### src/cfg_defs.svh
`ifndef CFG_DEFS_SVH
`define CFG_DEFS_SVH

// fabric geometry
`define NUMBER_OF_ROWS      4
`define NUMBER_OF_COLS      5

// one row register, also the width of a configuration word
`define FRAME_BITS_PER_ROW  32

// strobe bits per column, same width as the frameBits field
`define MAX_FRAMES_PER_COL  20

// frame address word fields
`define FRAME_SELECT_WIDTH  5
`define DESYNC_BIT          20

// special words
`define SYNC_WORD           32'hFAB0FAB1
`define GUARD_WORD          32'h12345678

// bus widths at the top level
// guard word above and below the rows
`define FRAME_DATA_WIDTH    ((`NUMBER_OF_ROWS + 2) * `FRAME_BITS_PER_ROW)
`define FRAME_STROBE_WIDTH  (`NUMBER_OF_COLS * `MAX_FRAMES_PER_COL)

`endif

### src/cfgPkg.sv
`include "cfg_defs.svh"

package cfgPkg;

    // bits between colSelect and the desync flag
    localparam int ReservedWidth =
        `FRAME_BITS_PER_ROW - `FRAME_SELECT_WIDTH - `DESYNC_BIT - 1;

    // frame address word, msb first
    // colSelect 31..27, desync at DESYNC_BIT, frameBits 19..0
    typedef struct packed {
        logic [`FRAME_SELECT_WIDTH-1:0] colSelect;
        logic [ReservedWidth-1:0]       reserved;
        logic                           desync;
        logic [`MAX_FRAMES_PER_COL-1:0] frameBits;
    } frameAddressT;

    // one incoming word, read as row data or as a frame address
    typedef union packed {
        logic [`FRAME_BITS_PER_ROW-1:0] raw;
        frameAddressT                   addr;
    } cfgWordT;

    // one-hot row enable
    typedef logic [`NUMBER_OF_ROWS-1:0] rowSelectT;

endpackage

### src/frameWriteIf.sv
`timescale 1ns/1ps

interface frameWriteIf;

    // data word and the row that takes it
    cfgPkg::cfgWordT   writeData;
    cfgPkg::rowSelectT rowSelect;

    // held address and the pulse that fires the column strobes
    cfgPkg::cfgWordT   frameAddress;
    logic              longFrameStrobe;

    modport ctrl (
        output writeData,
        output rowSelect,
        output frameAddress,
        output longFrameStrobe
    );

    modport rows (
        input writeData,
        input rowSelect
    );

    modport cols (
        input frameAddress,
        input longFrameStrobe
    );

endinterface
### src/cfgTop.sv
`timescale 1ns/1ps
`include "cfg_defs.svh"

module cfgTop (
    input  logic                            CLK,
    input  logic                            reset,
    input  logic [`FRAME_BITS_PER_ROW-1:0]  configWord,
    input  logic                            configValid,
    output logic [`FRAME_DATA_WIDTH-1:0]    frameData,
    output logic [`FRAME_STROBE_WIDTH-1:0]  frameStrobe,
    output logic                            synced
);

    cfgPkg::cfgWordT cfgWordIn;

    // incoming word as the union the controller decodes
    assign cfgWordIn = configWord;

    // frame write from controller to rows and columns
    frameWriteIf wr ();

    frameWriteCtrl u_frameWriteCtrl (
        .CLK        (CLK),
        .reset      (reset),
        .configWord (cfgWordIn),
        .configValid(configValid),
        .synced     (synced),
        .wr         (wr.ctrl)
    );

    frameDataRegs u_frameDataRegs (
        .CLK      (CLK),
        .reset    (reset),
        .wr       (wr.rows),
        .frameData(frameData)
    );

    frameSelectDecode u_frameSelectDecode (
        .wr         (wr.cols),
        .frameStrobe(frameStrobe)
    );

endmodule

### src/frameDataRegs.sv
`timescale 1ns/1ps
`include "cfg_defs.svh"

module frameDataRegs (
    input  logic                         CLK,
    input  logic                         reset,
    frameWriteIf.rows                    wr,
    output logic [`FRAME_DATA_WIDTH-1:0] frameData
);

    localparam int W = `FRAME_BITS_PER_ROW;

    logic [W-1:0] rowReg [`NUMBER_OF_ROWS];

    genvar r;
    generate
        for (r = 0; r < `NUMBER_OF_ROWS; r = r + 1) begin : g_row
            // one frame register per fabric row
            always_ff @(posedge CLK) begin
                if (reset) begin
                    rowReg[r] <= '0;
                end else if (wr.rowSelect[r]) begin
                    rowReg[r] <= wr.writeData.raw;
                end
            end

            // row 0 sits just above the bottom guard
            assign frameData[(r+1)*W +: W] = rowReg[r];
        end
    endgenerate

    // guard words around the rows
    assign frameData[0 +: W]                      = `GUARD_WORD;
    assign frameData[(`NUMBER_OF_ROWS+1)*W +: W] = `GUARD_WORD;

endmodule

### src/frameSelectDecode.sv
`timescale 1ns/1ps
`include "cfg_defs.svh"

module frameSelectDecode (
    frameWriteIf.cols                      wr,
    output logic [`FRAME_STROBE_WIDTH-1:0] frameStrobe
);

    localparam int F = `MAX_FRAMES_PER_COL;

    logic [`FRAME_SELECT_WIDTH-1:0] colSelect;
    logic [F-1:0]                   frameBits;
    logic [`NUMBER_OF_COLS-1:0]     colHit;

    // address fields of the held frame address word
    assign colSelect = wr.frameAddress.addr.colSelect;
    assign frameBits = wr.frameAddress.addr.frameBits;

    genvar c;
    generate
        for (c = 0; c < `NUMBER_OF_COLS; c = c + 1) begin : g_col
            // colSelect beyond the last column never matches
            assign colHit[c] = wr.longFrameStrobe &&
                               (colSelect == `FRAME_SELECT_WIDTH'(c));

            assign frameStrobe[c*F +: F] = colHit[c] ? frameBits : '0;
        end
    endgenerate

endmodule

### src/frameWriteCtrl.sv
`timescale 1ns/1ps
`include "cfg_defs.svh"

module frameWriteCtrl (
    input  logic            CLK,
    input  logic            reset,
    input  cfgPkg::cfgWordT configWord,
    input  logic            configValid,
    output logic            synced,
    frameWriteIf.ctrl       wr
);

    localparam int RowCountWidth = $clog2(`NUMBER_OF_ROWS);
    localparam logic [RowCountWidth-1:0] LastRow = RowCountWidth'(`NUMBER_OF_ROWS - 1);

    typedef enum logic [1:0] {
        StUnsynced,
        StExpectAddress,
        StLoadData
    } stateT;

    stateT                    state;
    logic [RowCountWidth-1:0] rowCount;
    logic                     isSyncWord;
    logic                     isDesync;
    logic                     acceptData;
    logic                     acceptAddress;

    // word decode, same word seen both ways
    assign isSyncWord = (configWord.raw == `SYNC_WORD);
    assign isDesync   = configWord.addr.desync;

    assign acceptData    = configValid && (state == StLoadData);
    assign acceptAddress = configValid && (state == StExpectAddress) && !isDesync;

    assign synced = (state != StUnsynced);

    always_ff @(posedge CLK) begin
        if (reset) begin
            state              <= StUnsynced;
            rowCount           <= '0;
            wr.rowSelect       <= '0;
            wr.longFrameStrobe <= 1'b0;
        end else begin
            // row select only lives for one cycle
            wr.rowSelect <= '0;

            // last row captured at this edge, so fire the columns now
            wr.longFrameStrobe <= wr.rowSelect[`NUMBER_OF_ROWS-1];

            if (configValid) begin
                case (state)
                    StUnsynced: begin
                        if (isSyncWord) begin
                            state <= StExpectAddress;
                        end
                    end

                    StExpectAddress: begin
                        if (isDesync) begin
                            state <= StUnsynced;
                        end else begin
                            state    <= StLoadData;
                            rowCount <= '0;
                        end
                    end

                    StLoadData: begin
                        wr.rowSelect <= cfgPkg::rowSelectT'(1) << rowCount;
                        if (rowCount == LastRow) begin
                            state    <= StExpectAddress;
                            rowCount <= '0;
                        end else begin
                            rowCount <= rowCount + 1'b1;
                        end
                    end

                    default: begin
                        state <= StUnsynced;
                    end
                endcase
            end
        end
    end

    // payload, qualified by the control path above
    always_ff @(posedge CLK) begin
        if (acceptData) begin
            wr.writeData <= configWord;
        end
        // address stays put until the next real frame
        if (acceptAddress) begin
            wr.frameAddress <= configWord;
        end
    end

endmodule

### config.mk
export PLATFORM = sky130hd
export DESIGN_NAME = cfgTop
export DESIGN_NICKNAME = d
export VERILOG_FILES = /design/src/cfgPkg.sv /design/src/frameWriteIf.sv /design/src/cfgTop.sv /design/src/frameDataRegs.sv /design/src/frameSelectDecode.sv /design/src/frameWriteCtrl.sv
export VERILOG_INCLUDE_DIRS = /design/src /design/src/src
export SDC_FILE = /design/constraint.sdc
export NUM_CORES = 1
export LEC_CHECK = 0
export BUFFER_PORTS_ARGS = -buffer_cell sky130_fd_sc_hd__clkbuf_2
export CAP_MARGIN = 40
export CORE_MARGIN = 4
export CORE_UTILIZATION = 30
export CTS_BUF_LIST = sky130_fd_sc_hd__clkbuf_4 sky130_fd_sc_hd__clkbuf_8
export DETAILED_ROUTE_END_ITERATION = 8
export GPL_TIMING_DRIVEN = 0
export PLACE_DENSITY = 0.61
export SLEW_MARGIN = 20
export SYNTH_ARGS = -nofsm -noshare
export SYNTH_HDL_FRONTEND = slang
export SYNTH_SLANG_ARGS = --single-unit
### constraint.sdc
create_clock -name CLK -period 1.83 [get_ports CLK]
set_input_delay 0.183 -clock CLK [delete_from_list [all_inputs] [get_ports CLK]]
set_output_delay 0.183 -clock CLK [all_outputs]
set_load 0.05 [all_outputs]
Word level (Yosys, flattened, before mapping)

Memories as Yosys holds them, arrays and structs flattened.
Index checks and enable logic that the tools add are counted.

Register bits: 73
Bits in writable memories: 128
Input port bits: 35
Output and inout bits: 293
Word-level logic and storage cells: 72
Memories: 1

$add $sub $neg: 1
Eq/ne operators: 11
Shift operators: 1
Multiplexer cells: 30
Bitwise gates (word level): 6
Reduce and logical (&&, ||, !) cells: 16

Memories:

| name                   | words | bits a word | read ports | clocked after memory_dff | write ports | line                | RTL |
|---|---|---|---|---|---|---|---|
| u_frameDataRegs.rowReg | 4     | 32          | 4          | 0                        | 4           | frameDataRegs.sv:13 | `` logic [W-1:0] rowReg [`NUMBER_OF_ROWS]; `` |

Operators with widths:

| kind                                                                     | count |
|---|---|
| 32-bit two-way mux                                                       | 4 |
| 20-bit two-way mux                                                       | 5 |
| 32-bit equality test (second input constant)                             | 1 |
| 1-bit two-way mux                                                        | 14 |
| 5-bit by 2-bit equality test with 1-bit output (second input constant)   | 2 |
| 2-bit two-way mux                                                        | 5 |
| 1-bit logical AND                                                        | 8 |
| 2-bit one-hot mux with 3 select lines                                    | 1 |
| 3-bit AND reduction                                                      | 2 |
| 5-bit by 1-bit equality test with 1-bit output (second input constant)   | 1 |
| 5-bit by 3-bit equality test with 1-bit output (second input constant)   | 1 |
| 5-bit zero test                                                          | 1 |
| 2-bit equality test (second input constant)                              | 2 |
| 2-bit inequality test (second input constant)                            | 2 |
| 1-bit bitwise OR                                                         | 4 |
| 2-bit one-hot mux with 2 select lines                                    | 1 |
| 2-bit nonzero test                                                       | 2 |
| 1-bit by 2-bit << shifter with 4-bit output (first input constant)       | 1 |
| 3-bit OR reduction                                                       | 1 |
| 2-bit by 1-bit adder with 2-bit output (second input constant)           | 1 |
| 2-bit by 1-bit equality test with 1-bit output (second input constant)   | 1 |
| 2-bit zero test                                                          | 1 |
| 2-bit by 1-bit inequality test with 1-bit output (second input constant) | 1 |
| 1-bit inverter                                                           | 2 |
| 1-bit zero test                                                          | 1 |

Logic depth before layout (Yosys ltp)

Gate-level depths: netlist of the first run.

Depth after elaboration: 4
Depth in mapped cells: 5
Gate-level depth less buffers: 5

By module

From an unflattened synthesis of the first run, not the netlist that was laid out.

Cells, all modules: 589
Area, all modules: 8842.2 µm²

By module, submodules not included:

| module            | times used | cells an instance | area an instance (µm²) | seq. area each (µm²) |
|---|---|---|---|---|
| frameDataRegs     | 1          | 352               | 5651.7                 | 3843.7 |
| frameWriteCtrl    | 1          | 110               | 2353.5                 | 2102.0 |
| frameSelectDecode | 1          | 127               | 837.1                  | 0.0 |

Worst setup path after synthesis of the first run

OpenSTA, ideal clock, no wires.

Path kind: register to output
Start point: register u_frameWriteCtrl.wr.frameAddress[31]
End point: output port frameStrobe[20]
Data arrival time: 1.543 ns
Data required time: 1.647 ns
Slack: 0.104 ns
Stages on the path, launching flop included: 5
Path buffers: 1
Cells stage by stage: edfxtp_1 > nor4b_2 > and3b_1 > buf_2 > and2_1

Word-level cells in the longest chain between the ends: 3

RTL lines:

| element                                        | line                    | RTL |
|---|---|---|
| from (decl)                                    | frameWriteIf.sv:16      | `output frameAddress,` |
| from (signal assigned)                         | frameWriteCtrl.sv:93    | `wr.frameAddress <= configWord;` |
| 5-bit by 1-bit equality test with 1-bit output | frameSelectDecode.sv:24 | `` (colSelect == `FRAME_SELECT_WIDTH'(c)); `` |
| 1-bit logical AND                              | frameSelectDecode.sv:23 | `assign colHit[c] = wr.longFrameStrobe &&` |
| 20-bit two-way mux                             | frameSelectDecode.sv:26 | `assign frameStrobe[c*F +: F] = colHit[c] ? frameBits : '0;` |
| to (decl)                                      | cfgTop.sv:10            | `` output logic [`FRAME_STROBE_WIDTH-1:0] frameStrobe, `` |

Every way passes these cells.

Worst setup path in the final report of the first run

Start point: register u_frameWriteCtrl.wr.frameAddress[31]
End point: output port frameStrobe[59]

Word-level cells in the longest chain between the ends: 3

RTL lines:

| element                                        | line |
|---|---|
| 5-bit by 2-bit equality test with 1-bit output | frameSelectDecode.sv:24 |
| 1-bit logical AND                              | frameSelectDecode.sv:23 |
| 20-bit two-way mux                             | frameSelectDecode.sv:26 |

Every way passes these cells.

==> results of run 1 <==
## critical path, stage by stage, from the launching register on
cell and delay [ns]:
edfxtp_1 0.44, nor4b_4 0.37, nand2_1 0.15, nor2_4 0.17
buf_4 0.14, clkbuf_16 0.15, and2_1 0.16, buf_8 0.15
## cell families (layout without fill, tap and decap cells)
| logic type | after synthesis | after routing | synth area share |
|---|---|---|---|
| and+or+nand+nor | 272 | 272 | 0.214 |
| DFF | 194 | 194 | 0.705 |
| AOI/OAI and AO/OA | 9 | 9 | 0.00707 |
| buffers and inverters | 90 | 434 | 0.0719 |
| other | 2 | 64 | 0.000923 |
| adders and majority gates | 1 | 1 | 0.00154 |
## area by class of cell
cell class | count | area (um^2) | area share
clock inverters | 14 | 119 | 0.00960
plain buffers | 89 | 716 | 0.0578
flip-flops and latches | 194 | 5740 | 0.463
inverters | 1 | 3.75 | 0.000303
multi-input cells | 346 | 2300 | 0.186
clock buffers | 18 | 241 | 0.0195
repair buffers | 312 | 2850 | 0.230
well taps | 341 | 427 | 0.0344
## state kept, by name, indices dropped and copies added (netlist names)
signal / count
u_frameWriteCtrl.wr.frameAddress: 25
u_frameDataRegs.rowReg: 128
u_frameWriteCtrl.wr.longFrameStrobe: 1
u_frameWriteCtrl.rowCount: 2
u_frameWriteCtrl.wr.rowSelect: 4
u_frameWriteCtrl.state: 2
u_frameWriteCtrl.wr.writeData: 32
## layer usage
layer	GRT usage	share of wire
met1	0.197	0.39
met2	0.294	0.52
met3	0.0389	0.075
met4	0.0605	0.019
met5	0	0
## power by group
group          internal, mW  switching, mW
Sequential             4.97         0.0438
Combinational         0.279          0.987
Clock                  1.00           1.62
## final timing paths
check                                                       from                                           to  slack [ns]  depth (start not counted)
hold / removal                                             reset  u_frameWriteCtrl.wr.rowSelect[2]$_SDFF_PP0_        0.09                          4
hold reg to reg        u_frameWriteCtrl.rowCount[1]$_SDFFE_PP0P_  u_frameWriteCtrl.wr.rowSelect[2]$_SDFF_PP0_        0.53                          2
setup / recovery  u_frameWriteCtrl.wr.frameAddress[31]$_DFFE_PP_                              frameStrobe[59]       -0.53                          7
setup reg to reg     u_frameWriteCtrl.wr.rowSelect[3]$_SDFF_PP0_  u_frameDataRegs.rowReg[1][38]$_SDFFCE_PN0P_        0.18                          3
## synth_stat cells (all sizes together), types with 2 or more instances
cell    instances
and2          208
edfxtp        185
buf            70
and3           22
clkbuf         19
dfxtp           9
nor2            9
nor2b           7
or2             5
nand4b          4
a21oi           3
nand2           3
nor4            3
a22oi           2
conb            2
nor4b           2
o21ai           2
## metrics by stage
stage,worst slack [ns],utilization,setup TNS [ns],total power [mW]
2_1_floorplan,0.104,-,0,6.06
3_3_place_gp,-0.842,0.377,-130.76,6.31
3_5_place_dp,-0.395,0.382,-24.78,6.33
4_1_cts,-0.509,0.429,-43.08,8.99
5_1_grt,-0.620,0.462,-50.74,9.24
6_report,-0.526,0.462,-41.25,8.91
## repair_timing
action | CTS | global route
gates cloned | 1 | 2
gates resized for setup | 151 | 348
endpoints found under the hold margin | 56 | 0
hold buffers | 32 | 0
setup endpoints to repair | 100 | 100
pin swaps | 1 | 5
setup buffers | 2 | 6
==> impl_metrics.yaml, run 1 <==
cells_and_area:
  postLayoutCellArea_um2: 12400
  layout_common_cells: "edfxtp_1 (185), clkbuf_2 (165), and2_1 (140), buf_8 (90), buf_4 (71)"
  syn_to_final_growth_pct: 52.2
  nets: 997
  diodes: 0
  fillCellCount: 2337
  drive_gt1_frac: 0.495
  final_common_cell: "edfxtp_1"
  final_cells: 1315
yosys:
  synth-async-reset-ratio: 0
  ys_ff_latch: 194
  yosysTopAreaCell: "edfxtp_1"
  synth_area_leaders: "edfxtp_1 (68%), and2_1 (16%), buf_4 (5.9%)"
  yosys_warnings: 0
  synthDominantCellAreaShare: 0.683
  synthFlopType: "edfxtp_1"
  ys_types: 34
  syn_area_um2: 8140
  yosysSeqAreaShare: 0.705
  netlist_instances: 568
  synth_edf_count: 185
  avgSynthCellArea_um2: 14.3
drt:
  firstDrtPassIters: 4
  antenna_left: 0
  drc: 0
  wl_um: 26400
  wl_per_cell_um: 20.1
  via_count: 5642
  routed_via_density: 4.29
  drtIter0Drc: 380
timing:
  clock_skew_ns: 0.0213
  rsz0062_at_grt: "yes"
  relSlewSlack: 0.534
  setup_viol: 100
  holdWs_ns: 0.0854
  period_share: 1.29
  timing_max_transition_violations_final: 0
  worst_pin_slew_ns: 0.699
  period_minus_slack_ns: 2.36
  fmax_mhz: 424
  setup_ws_ns: -0.526
  hold_viol: 0
outcome:
  run_status: "finished with violations"
  violations: "negative setup slack"
floorplan:
  fp.dieH_um: 173
  dieArea_um2: 29800
  num_rows: 60
  dieWidth_um: 173
  ios: 328
  start_util: 0.304
  core_area_um2: 26800
critical_path:
  critPathArrivalTime_ns: 2.17
  crit_path_start_kind: "flop"
  path_max_fanout: 5
  path_class: "reg2out"
  critPathRequiredTime_ns: 1.65
  endpoint_kind: "output port"
clocking:
  tritoncts: "built"
  max-clock-path-buffers: 2
  clock-sinks: 194
  ctsHtreeMaxLevel: 4
  cts_buffers: 17
  clk_pin_slew_worst_paths_ns: 0.09
  root_buffer: "clkbuf_8"
  clkLatencyLatePin_ns: 0.46
global_route:
  antenna_found_initial: 1
  grt_pass1_vias: 5894
  grt_use_total: 0.166
  grt_max_degree: 26
  overflow: 0
  grt_pass1_wl_um: 36700
power:
  peakVddDrop_mv: 0.412
  power_density_nw_per_um2: 719
  p_leak_nw: 5.24
placement:
  dp.cells: 1240
  hpwl_um: 18300
  placed_cell_area_um2: 10200
  portBuffers: 263
  gp_congestion: 0.791
hold_path:
  worstHoldPathType: "in2reg"
flow_run:
  cap_violations: 0
No activity file was read; power rests on OpenSTA's default activity.
==> run 2: changes to the inputs <==
Settings changed: MAX_ROUTING_LAYER set to met4.
==> run 2 against run 1 <==
The run still ends with negative setup slack left. Flip-flop and latch count stayed put. Core utilization stayed put. Via count is 0.44% lower. Non-clock buffer count stayed put. Clock skew is 0.0034 ns lower. Total power hardly changed. Critical endpoint unchanged.
==> impl_metrics.yaml, run 2 (synthesis results as in run 1) <==
clocking:
  root_buffer: "clkbuf_8"
  clk_pin_slew_worst_paths_ns: 0.09
  ctsHtreeMaxLevel: 4
  clkLatencyLatePin_ns: 0.45
  max-clock-path-buffers: 2
  tritoncts: "built"
  clock-sinks: 194
  cts_buffers: 17
hold_path:
  min_from: "reset"
  worstHoldPathType: "in2reg"
  min_to: "u_frameWriteCtrl.wr.rowSelect[2]$_SDFF_PP0_"
  whs_path_depth: 4
timing:
  period_share: 1.28
  setup_viol: 100
  fin_setup_tns_ns: -40.22
  hold_viol: 0
  clock_skew_ns: 0.0179
  timing_max_transition_violations_final: 0
  fmax_mhz: 426
  period_minus_slack_ns: 2.35
  rsz0062_at_grt: "yes"
  relSlewSlack: 0.540
  setup_ws_ns: -0.519
  worst_pin_slew_ns: 0.690
power:
  p_total_mw: 8.90
  power_density_nw_per_um2: 719
  p_leak_nw: 5.24
  peakVddDrop_mv: 0.418
drt:
  firstDrtPassIters: 4
  wl_um: 26300
  drtIter0Drc: 374
  via_count: 5617
  antenna_left: 0
  drc: 0
  routed_via_density: 4.27
  wl_per_cell_um: 20.0
critical_path:
  r2r_cells: 3
  path_max_fanout: 5
  critPathArrivalTime_ns: 2.17
  r2r-start: "u_frameWriteCtrl.wr.rowSelect[3]$_SDFF_PP0_"
  rrSetupSlack_ns: 0.18
  endpoint_kind: "output port"
  crit_path_start_kind: "flop"
  path_class: "reg2out"
  r2r-end: "u_frameDataRegs.rowReg[1][38]$_SDFFCE_PN0P_"
  critPathRequiredTime_ns: 1.65
cells_and_area:
  fillCellCount: 2337
  largest_reg_flops: 128
  syn_to_final_growth_pct: 52.2
  seqCellArea_um2: 5740
  drive_gt1_frac: 0.495
  multi_input_area_um2: 2300
  largestRegisters: "u_frameDataRegs.rowReg (128), u_frameWriteCtrl.wr.writeData (32), u_frameWriteCtrl.wr.frameAddress (25)"
  top_register: "u_frameDataRegs.rowReg"
  nets: 997
  layout_common_cells: "edfxtp_1 (185), clkbuf_2 (165), and2_1 (140), buf_8 (90), buf_4 (71)"
  diodes: 0
  final_common_cell: "edfxtp_1"
global_route:
  grt_pass1_vias: 5887
  overflow: 0
  grt_use_total: 0.171
  grt_max_degree: 26
  grt_pass1_wl_um: 36700
  antenna_found_initial: 0
floorplan:
  core_area_um2: 26800
  ios: 328
  dieWidth_um: 173
  start_util: 0.304
  fp.dieH_um: 173
  dieArea_um2: 29800
  num_rows: 60
placement:
  gp_congestion: 0.802
  hpwl_um: 18300
  portBuffers: 263
flow_run:
  cap_violations: 0
outcome:
  run_status: "finished with violations"
  violations: "negative setup slack"
[run 2: worst max path at each step]
stage | startpoint | to | slack, ns | cells after the start
5_1_grt | u_frameWriteCtrl.wr.frameAddress[31]$_DFFE_PP_ | frameStrobe[59] | -0.62 | 7
2_1_floorplan | u_frameWriteCtrl.wr.frameAddress[31]$_DFFE_PP_ | frameStrobe[20] | 0.10 | 4
3_3_place_gp | reset | u_frameDataRegs.rowReg[0][43]$_SDFFCE_PN0P_ | -0.84 | 3
6_report | u_frameWriteCtrl.wr.frameAddress[31]$_DFFE_PP_ | frameStrobe[59] | -0.52 | 7
3_5_place_dp | u_frameWriteCtrl.wr.frameAddress[31]$_DFFE_PP_ | frameStrobe[16] | -0.40 | 4
4_1_cts | u_frameWriteCtrl.wr.frameAddress[29]$_DFFE_PP_ | frameStrobe[16] | -0.51 | 4
[run 2: report_power, final]
group	switching [mW]	total [mW]	internal (mW)
clock	1.62	2.62	1.00
combinational	0.987	1.27	0.279
sequential	0.0432	5.02	4.97
[run 2: critical path, cell delays in order, from the launching register on]
cell       delay, ns
edfxtp_1        0.44
nor4b_4         0.37
nand2_1         0.15
nor2_4          0.17
buf_4           0.14
clkbuf_16       0.15
and2_1          0.16
buf_8           0.15
[run 2: repair_timing]
action	CTS	global route
hold endpoints to repair	56	0
pin swaps	1	5
gates cloned	1	2
setup buffers	2	6
setup endpoints to repair	100	100
gates resized for setup	151	348
hold buffers	32	0
[run 2: area by class of cell]
type	count	share of cell area
Tap cell	341	0.0344
Multi-Input combinational cell	346	0.186
Sequential cell	194	0.463
Timing Repair Buffer	312	0.230
Buffer	89	0.0578
Clock inverter	14	0.00960
Inverter	1	0.000303
Clock buffer	18	0.0195
[run 2: stage by stage]
| stage | util | instance area [um^2] | cells | worst slack (ns) | hold slack (ns) |
|---|---|---|---|---|---|
| global route | 0.462 | 12400 | 1315 | -0.619 | 0.0896 |
| global placement | 0.377 | 10100 | 1234 | -0.842 | 0.377 |
| CTS | 0.429 | 11500 | 1307 | -0.509 | 0.0555 |
| floorplan | - | 8370 | 630 | 0.104 | 0.282 |
| finish | 0.462 | 12400 | 1315 | -0.519 | 0.0869 |
| detailed placement | 0.382 | 10200 | 1240 | -0.395 | 0.383 |
[run 2: per-layer routing]
metal / routed length, um / track usage
met1: 10500 / 0.198
met3: 1720 / 0.0380
met4: 493 / 0.0595
met5: 0 / -
met2: 13600 / 0.294
